==> src/verilog/hdmi_pkg.sv <==
// ~~~~~~~~~~~~~~~~~~~~~~~~~~~~~~
// HDMI TMDS shared types
// ~~~~~~~~~~~~~~~~~~~~~~~~~~~~~~

package hdmi_pkg;

    // Per-channel symbol source
    typedef enum logic [2:0] {
        MODE_CONTROL      = 3'd0,
        MODE_VIDEO        = 3'd1,
        MODE_VIDEO_GUARD  = 3'd2,
        MODE_ISLAND       = 3'd3,
        MODE_ISLAND_GUARD = 3'd4
    } tmds_mode_t;

    typedef logic [9:0] tmds_word_t;

    // One source word per pixel clock
    typedef struct packed {
        logic [7:0]      red;
        logic [7:0]      green;
        logic [7:0]      blue;
        logic            hsync;
        logic            vsync;
        logic            video_active;
        logic            island_active;
        // Nibble index matches channel number
        logic [2:0][3:0] island_data;
    } pixel_timing_t;

    typedef struct packed {
        tmds_mode_t mode;
        logic [7:0] video_data;
        logic [3:0] island_nibble;
        logic [1:0] control_data;
    } channel_cmd_t;

    typedef struct packed {
        channel_cmd_t ch2;
        channel_cmd_t ch1;
        channel_cmd_t ch0;
    } channel_cmds_t;

    typedef struct packed {
        tmds_word_t ch2;
        tmds_word_t ch1;
        tmds_word_t ch0;
    } tmds_symbols_t;

    // CTL3..CTL0 during the control-period preamble
    localparam logic [3:0] CTL_VIDEO_PREAMBLE  = 4'b0001;
    localparam logic [3:0] CTL_ISLAND_PREAMBLE = 4'b0101;

endpackage

==> src/verilog/hdmi_tmds_tx.sv <==
// ~~~~~~~~~~~~~~~~~~~~~~~~~~~~~~
// HDMI TMDS transmitter top
// ~~~~~~~~~~~~~~~~~~~~~~~~~~~~~~

module hdmi_tmds_tx
    import hdmi_pkg::*;
#(
    parameter int PREAMBLE_LEN = 8,
    parameter int GUARD_LEN    = 2
)
(
    input  logic          clk_pixel,
    input  logic          rst_n,
    input  pixel_timing_t pixel_in,
    output tmds_symbols_t tmds
);

    channel_cmds_t cmds;
    tmds_word_t    sym0;
    tmds_word_t    sym1;
    tmds_word_t    sym2;

    period_sequencer #(
        .PREAMBLE_LEN (PREAMBLE_LEN),
        .GUARD_LEN    (GUARD_LEN)
    ) u_sequencer (
        .clk_pixel (clk_pixel),
        .rst_n     (rst_n),
        .pixel_in  (pixel_in),
        .cmds      (cmds)
    );

    // Blue, green and red lanes
    tmds_channel #(.CN(0)) u_channel0 (
        .clk_pixel (clk_pixel),
        .rst_n     (rst_n),
        .cmd       (cmds.ch0),
        .tmds      (sym0)
    );

    tmds_channel #(.CN(1)) u_channel1 (
        .clk_pixel (clk_pixel),
        .rst_n     (rst_n),
        .cmd       (cmds.ch1),
        .tmds      (sym1)
    );

    tmds_channel #(.CN(2)) u_channel2 (
        .clk_pixel (clk_pixel),
        .rst_n     (rst_n),
        .cmd       (cmds.ch2),
        .tmds      (sym2)
    );

    assign tmds = '{ch2: sym2, ch1: sym1, ch0: sym0};

endmodule

==> src/verilog/period_sequencer.sv <==
// ~~~~~~~~~~~~~~~~~~~~~~~~~~~~~~
// HDMI period sequencer
// ~~~~~~~~~~~~~~~~~~~~~~~~~~~~~~

module period_sequencer
    import hdmi_pkg::*;
#(
    parameter int PREAMBLE_LEN = 8,
    parameter int GUARD_LEN    = 2
)
(
    input  logic          clk_pixel,
    input  logic          rst_n,
    input  pixel_timing_t pixel_in,
    output channel_cmds_t cmds
);

    localparam int LEAD = PREAMBLE_LEN + GUARD_LEN;
    localparam int DW   = $clog2(LEAD + 1);
    localparam int GW   = $clog2(GUARD_LEN + 1);

    // pipe[LEAD] is the word being classified, pipe[LEAD-k] is k cycles ahead
    pixel_timing_t pipe [LEAD+1];
    pixel_timing_t cur;

    logic [GW-1:0] trail_cnt;
    logic          vid_found;
    logic          isl_found;
    logic [DW-1:0] vid_dist;
    logic [DW-1:0] isl_dist;
    tmds_mode_t    mode_next;
    logic [3:0]    ctl_next;
    channel_cmds_t cmds_next;

    always_ff @(posedge clk_pixel)
    begin
        if (!rst_n)
        begin
            for (int i = 0; i <= LEAD; i++)
                pipe[i] <= '0;
        end
        else
        begin
            pipe[0] <= pixel_in;
            for (int i = 1; i <= LEAD; i++)
                pipe[i] <= pipe[i-1];
        end
    end

    assign cur = pipe[LEAD];

    // Scan far to near, so the nearest start is the one left standing
    always_comb
    begin
        vid_found = 1'b0;
        isl_found = 1'b0;
        vid_dist  = '0;
        isl_dist  = '0;
        for (int k = LEAD; k >= 1; k--)
        begin
            if (pipe[LEAD-k].video_active)
            begin
                vid_found = 1'b1;
                vid_dist  = DW'(k);
            end
            if (pipe[LEAD-k].island_active)
            begin
                isl_found = 1'b1;
                isl_dist  = DW'(k);
            end
        end
    end

    // Period classification of the oldest word
    always_comb
    begin
        mode_next = MODE_CONTROL;
        ctl_next  = 4'b0000;
        if (cur.video_active)
            mode_next = MODE_VIDEO;
        else if (cur.island_active)
            mode_next = MODE_ISLAND;
        else if (trail_cnt != '0)
            mode_next = MODE_ISLAND_GUARD;
        else if (vid_found && (!isl_found || vid_dist <= isl_dist))
        begin
            if (vid_dist <= DW'(GUARD_LEN))
                mode_next = MODE_VIDEO_GUARD;
            else
                ctl_next = CTL_VIDEO_PREAMBLE;
        end
        else if (isl_found)
        begin
            if (isl_dist <= DW'(GUARD_LEN))
                mode_next = MODE_ISLAND_GUARD;
            else
                ctl_next = CTL_ISLAND_PREAMBLE;
        end
    end

    // Channel 0 carries syncs, channels 1 and 2 carry CTL bits
    always_comb
    begin
        cmds_next.ch0.mode          = mode_next;
        cmds_next.ch0.video_data    = cur.blue;
        cmds_next.ch0.island_nibble = {cur.island_data[0][3:2], cur.vsync, cur.hsync};
        cmds_next.ch0.control_data  = {cur.vsync, cur.hsync};

        cmds_next.ch1.mode          = mode_next;
        cmds_next.ch1.video_data    = cur.green;
        cmds_next.ch1.island_nibble = cur.island_data[1];
        cmds_next.ch1.control_data  = ctl_next[1:0];

        cmds_next.ch2.mode          = mode_next;
        cmds_next.ch2.video_data    = cur.red;
        cmds_next.ch2.island_nibble = cur.island_data[2];
        cmds_next.ch2.control_data  = ctl_next[3:2];
    end

    always_ff @(posedge clk_pixel)
    begin
        if (!rst_n)
        begin
            trail_cnt <= '0;
            cmds      <= '0;
        end
        else
        begin
            cmds <= cmds_next;
            // Reload while inside the island, count down once it ends
            if (cur.island_active)
                trail_cnt <= GW'(GUARD_LEN);
            else if (trail_cnt != '0)
                trail_cnt <= trail_cnt - 1'b1;
        end
    end

endmodule

==> src/verilog/tmds_channel.sv <==
// ~~~~~~~~~~~~~~~~~~~~~~~~~~~~~~
// TMDS channel encoder
// ~~~~~~~~~~~~~~~~~~~~~~~~~~~~~~

module tmds_channel
    import hdmi_pkg::*;
#(
    parameter int CN = 0
)
(
    input  logic         clk_pixel,
    input  logic         rst_n,
    input  channel_cmd_t cmd,
    output tmds_word_t   tmds
);

    localparam tmds_word_t CTL_SYM_00      = 10'b1101010100;
    localparam tmds_word_t VIDEO_GUARD     = (CN == 1) ? 10'b0100110011 : 10'b1011001100;
    localparam tmds_word_t ISLAND_GUARD_12 = 10'b0100110011;

    logic [3:0]        n1_d;
    logic              use_xnor;
    logic [8:0]        q_m;
    logic [3:0]        n1_q;
    logic [3:0]        n0_q;
    logic signed [4:0] balance;
    logic signed [4:0] disp;
    logic signed [4:0] disp_next;
    tmds_word_t        video_sym;
    tmds_word_t        control_sym;
    tmds_word_t        terc4_sym;
    tmds_word_t        island_guard_sym;

    function automatic tmds_word_t terc4(input logic [3:0] nibble);
        case (nibble)
            4'b0000: terc4 = 10'b1010011100;
            4'b0001: terc4 = 10'b1001100011;
            4'b0010: terc4 = 10'b1011100100;
            4'b0011: terc4 = 10'b1011100010;
            4'b0100: terc4 = 10'b0101110001;
            4'b0101: terc4 = 10'b0100011110;
            4'b0110: terc4 = 10'b0110001110;
            4'b0111: terc4 = 10'b0100111100;
            4'b1000: terc4 = 10'b1011001100;
            4'b1001: terc4 = 10'b0100111001;
            4'b1010: terc4 = 10'b0110011100;
            4'b1011: terc4 = 10'b1011000110;
            4'b1100: terc4 = 10'b1010001110;
            4'b1101: terc4 = 10'b1001110001;
            4'b1110: terc4 = 10'b0101100011;
            default: terc4 = 10'b1011000011;
        endcase
    endfunction

    // Transition minimization stage
    always_comb
    begin : minimize
        logic [8:0] qm;
        n1_d     = 4'($countones(cmd.video_data));
        use_xnor = (n1_d > 4'd4) || (n1_d == 4'd4 && !cmd.video_data[0]);
        qm[0]    = cmd.video_data[0];
        for (int i = 1; i < 8; i++)
            qm[i] = use_xnor ? ~(qm[i-1] ^ cmd.video_data[i]) : (qm[i-1] ^ cmd.video_data[i]);
        qm[8]    = ~use_xnor;
        q_m      = qm;
    end

    // DC balance against running disparity
    always_comb
    begin
        n1_q    = 4'($countones(q_m[7:0]));
        n0_q    = 4'd8 - n1_q;
        balance = $signed({1'b0, n1_q}) - $signed({1'b0, n0_q});
        if (disp == 5'sd0 || n1_q == n0_q)
        begin
            video_sym = {~q_m[8], q_m[8], q_m[8] ? q_m[7:0] : ~q_m[7:0]};
            disp_next = q_m[8] ? disp + balance : disp - balance;
        end
        else if ((disp > 5'sd0 && n1_q > n0_q) || (disp < 5'sd0 && n0_q > n1_q))
        begin
            video_sym = {1'b1, q_m[8], ~q_m[7:0]};
            disp_next = disp - balance + (q_m[8] ? 5'sd2 : 5'sd0);
        end
        else
        begin
            video_sym = {1'b0, q_m[8], q_m[7:0]};
            disp_next = disp + balance - (q_m[8] ? 5'sd0 : 5'sd2);
        end
    end

    always_comb
    begin
        case (cmd.control_data)
            2'b00:   control_sym = CTL_SYM_00;
            2'b01:   control_sym = 10'b0010101011;
            2'b10:   control_sym = 10'b0101010100;
            default: control_sym = 10'b1010101011;
        endcase
    end

    assign terc4_sym = terc4(cmd.island_nibble);

    // Channel 0 guard follows the sync bits, i.e. TERC4 codes 1100..1111
    assign island_guard_sym = (CN == 0) ? terc4({2'b11, cmd.control_data}) : ISLAND_GUARD_12;

    // Each video period starts from zero disparity
    always_ff @(posedge clk_pixel)
    begin
        if (!rst_n || cmd.mode != MODE_VIDEO)
            disp <= '0;
        else
            disp <= disp_next;
    end

    always_ff @(posedge clk_pixel)
    begin
        if (!rst_n)
            tmds <= CTL_SYM_00;
        else
        begin
            case (cmd.mode)
                MODE_VIDEO:        tmds <= video_sym;
                MODE_VIDEO_GUARD:  tmds <= VIDEO_GUARD;
                MODE_ISLAND:       tmds <= terc4_sym;
                MODE_ISLAND_GUARD: tmds <= island_guard_sym;
                default:           tmds <= control_sym;
            endcase
        end
    end

endmodule

==> config.mk <==
export PLATFORM = sky130hd
export DESIGN_NAME = hdmi_tmds_tx
export DESIGN_NICKNAME = d
export VERILOG_FILES = /design/src/verilog/hdmi_pkg.sv /design/src/verilog/hdmi_tmds_tx.sv /design/src/verilog/period_sequencer.sv /design/src/verilog/tmds_channel.sv
export SDC_FILE = /design/constraint.sdc
export NUM_CORES = 1
export LEC_CHECK = 0
export ABC_AREA = 1
export BUFFER_PORTS_ARGS = -buffer_cell sky130_fd_sc_hd__buf_2
export CAP_MARGIN = 15
export CORE_MARGIN = 4
export CORE_UTILIZATION = 35
export DETAILED_ROUTE_END_ITERATION = 6
export PLACE_DENSITY = 0.58
export RECOVER_POWER = 50
export SLEW_MARGIN = 5
export SYNTH_ARGS = -nofsm -noshare
export SYNTH_HDL_FRONTEND = slang
export SYNTH_SLANG_ARGS = --single-unit
==> constraint.sdc <==
create_clock -name clk_pixel -period 8.3 [get_ports clk_pixel]
set_input_delay 0 -clock clk_pixel [delete_from_list [all_inputs] [get_ports clk_pixel]]
set_output_delay 0 -clock clk_pixel [all_outputs]
set_load 0.05 [all_outputs]
==> run metrics <==
outcome complete, but fails checks; failing checks capacitance limit, slew limit; area of the die 0.0612 mm2; FILL cells 5,686; Detailed Route Iter0 Violations 631; share of layout cells above drive strength 1 between 7 and 8%; register bit total from synthesis 526; clk buf depth 3; Slew @ Worst Pin between 3 and 4 ns; Synth Area in Simple Gates 18.4%; EDFF count, synth 0; fin crit share 90.9%; Core Util, Final 40.9%; adder-cell share of the synthesized area 8.55%; largest family of logic cells by synthesized area simple AND/OR/NAND/NOR gates; I/O Buffers ~70; most common cell after layout, fill and taps aside nand2_1; RD Place Congestion 0.842; vias in the first global route 12,500; WP data arrival about 8.0 ns; Highest Signal Layer met4; GRT Total Usage 11.0%; DR WL met3 1320 um; slowest stage delay, CP 0.62 ns; via count 13,500; r2r setup slk 0.76 ns; initial core utilization a little over a third; row count 87; Non-Filler Instances 3,361; highest clock rate 0.133 GHz; CTS root buffer clkbuf_16; setup ws final ~0.76 ns; Hold Crit Class primary input to flop; Area Growth Syn to Fin 15.4%; drt pass-1 iters 5; Cell Pwr Density 216 mW/mm2; Clock Skews 0.0439 ns; WS Path Type flop to flop; Metal-1 WL 16,500 um; Hold Crit Start pixel_in[24]; clk sink count between 500 and 600; number of distinct library cells after synthesis 50; initial antenna violation count 0; Synth Area in Compound Gates under 10%; placed cell count about 3,200; Synth Warn # 0; Diodes inserted 0; post-CTS setup buffer count 0; max cap viols 2; final WL approximately 33,000 um; Finish-stage setup viols 0; chip height roughly 250 um; Post-synth ARST share 0%; startpoint types flop; Max FO, Critical Path 11; io pins 72; synthesized netlist cell count between 2,000 and 2,500; commonest cells after routing, fill and taps aside nand2_1, inv_1, dfxtp_1, ha_1, nor2_1; CTS tree yes; post-synthesis mux area share 0%; Slew headroom -140%; Tmin final 7.54 ns; crit end category flop; Static Leak between 10 and 15 nW; slowest CP cell fa_1; mean area per synthesized cell between 8 and 9 um2; largest net degree at the start of global routing 271; post-DR vias/cell approximately 4; crit path launch u_sequencer.cmds[40]$_SDFF_PN0_; endpoints failing hold 0; DRC violations left 0; Core ar. 0.0565 mm2; crit-path leading delay family adder cells; Final ANT Viol Nets 0; H-tree Lvls 2; Max IR drop VDD 166 uV; DR WL/cell about 9.8 um; total congestion overflow 0; Setup TNS Final 0 ns; first-pass GRT wire length approximately 57,000 um; Skew-Pair Late Insertion Delay 0.59 ns; Syn Nets 2,633; XOR/XNOR Fraction of Synth Area 1.92%; worst path required time just under 9 ns; Max Slew Vio Count 368; die width 247 um; sequential element share of the synthesized area 52.5%; WL met2 roughly 14,000 um; Tot Pwr 0.00500 W; DP HPWL 22,600 um; worst slack, placed 0.731 ns; Post-synth top flop dfxtp_1; Layout Nets 2,732; worst r2r src u_sequencer.cmds[40]$_SDFF_PN0_; cell mode on critical path fa_1; total CTS buffers 50; RSZ-0062 raised after global routing no; Clock transition at path regs 0.07 ns; Synth Cell Area 0.0200 mm2; Buf+Inv Stages, Crit Path 6
-- kinds of logic after synthesis --
group / Yosys count
AND/OR/NAND/NOR: 900
buffers and inverters: 697
flip-flops: 526
AO/OA/AOI/OAI: 181
adder cells (fa/ha/maj): 122
XOR/XNOR: 43
-- report_power, final --
| group | leakage, nW | total, W | internal [W] | switching [W] |
|---|---|---|---|---|
| Combinational | 8.28 | 0.000133 | 0.0000453 | 0.0000880 |
| Sequential | 4.26 | 0.00257 | 0.00256 | 0.0000120 |
| Clock | 0.847 | 0.00230 | 0.00135 | 0.000950 |
-- metal layers --
layer | GRT usage, % | vias to the layer above
met3 | 2.03 | 72
met1 | 14.7 | 5747
met2 | 17.7 | 215
met4 | 3.90 | 0
met5 | 0 | -
li1 | - | 7436
-- what timing repair did --
action	4_1_cts	5_1_grt
resized for setup	0	0
hold endpoints to repair	129	0
hold buffers	39	0
-- area by class of cell --
class | instances | area, um2 | area share [%]
clock buffers | 61 | 1340 | 5.80
multi-input cells | 1246 | 6850 | 29.6
well taps | 756 | 946 | 4.09
flip-flops and latches | 526 | 10500 | 45.5
repair buffers | 111 | 731 | 3.16
clock inverters | 28 | 355 | 1.54
inverters | 633 | 2380 | 10.3
-- cells in the mapped netlist, types with 12 or more instances --
library cell  count  area share (%)
a21oi_1          59             1.5
a31oi_1          18            0.56
buf_2            23            0.57
clkbuf_1         39            0.73
dfxtp_1         526              53
fa_1             25             2.5
ha_1             97             6.1
inv_1           603              11
inv_2            28            0.52
nand2_1         666              12
nand2_2          15            0.47
nand3_1          79             2.0
nand3b_1         12            0.45
nor2_1           86             1.6
o21ai_0          42             1.0
o21ai_1          20            0.50
xnor2_1          12            0.52
xor2_1           30             1.3
-- through the flow --
stage	instance area, um2	hold slack [ns]
global route	23100	0.0951
detailed placement	21100	0.185
floorplan	20000	0.0976
CTS	23200	0.0686
finish	23100	0.112
global placement	21100	0.186
-- worst register-to-register path: cells and delay by family, from the launching register on --
family	cells	cell delay, ns
buffers and inverters	6	0.34
xor gates and xnor gates	2	0.51
adders and majority gates	11	4.33
AOI/OAI and AO/OA	4	1.07
and+or+nand+nor	3	0.85
DFF	1	0.38
-- sequential cells by signal, summed over array words and instances (netlist names) --
signal / flops
u_channel2.terc4_sym: 10
u_channel0.tmds: 10
u_channel2.disp: 5
u_channel2.tmds: 10
u_channel0.terc4_sym: 10
u_sequencer.cmds: 31
u_sequencer.pipe: 418
u_sequencer.trail_cnt: 2
u_channel1.disp: 5
u_channel0.disp: 5
u_channel1.terc4_sym: 10
u_channel1.tmds: 10
-- path summary, 6_finish.rpt --
kind	endpoint	cells after the start
max	u_channel2.tmds[2]$_SDFF_PN1_	26
min	u_sequencer.pipe[0][24]$_SDFF_PN0_	4
max reg2reg	u_channel2.tmds[2]$_SDFF_PN1_	26
min reg2reg	u_sequencer.pipe[0][399]$_SDFF_PN0_	2
Power figures use the tool's default switching activity.
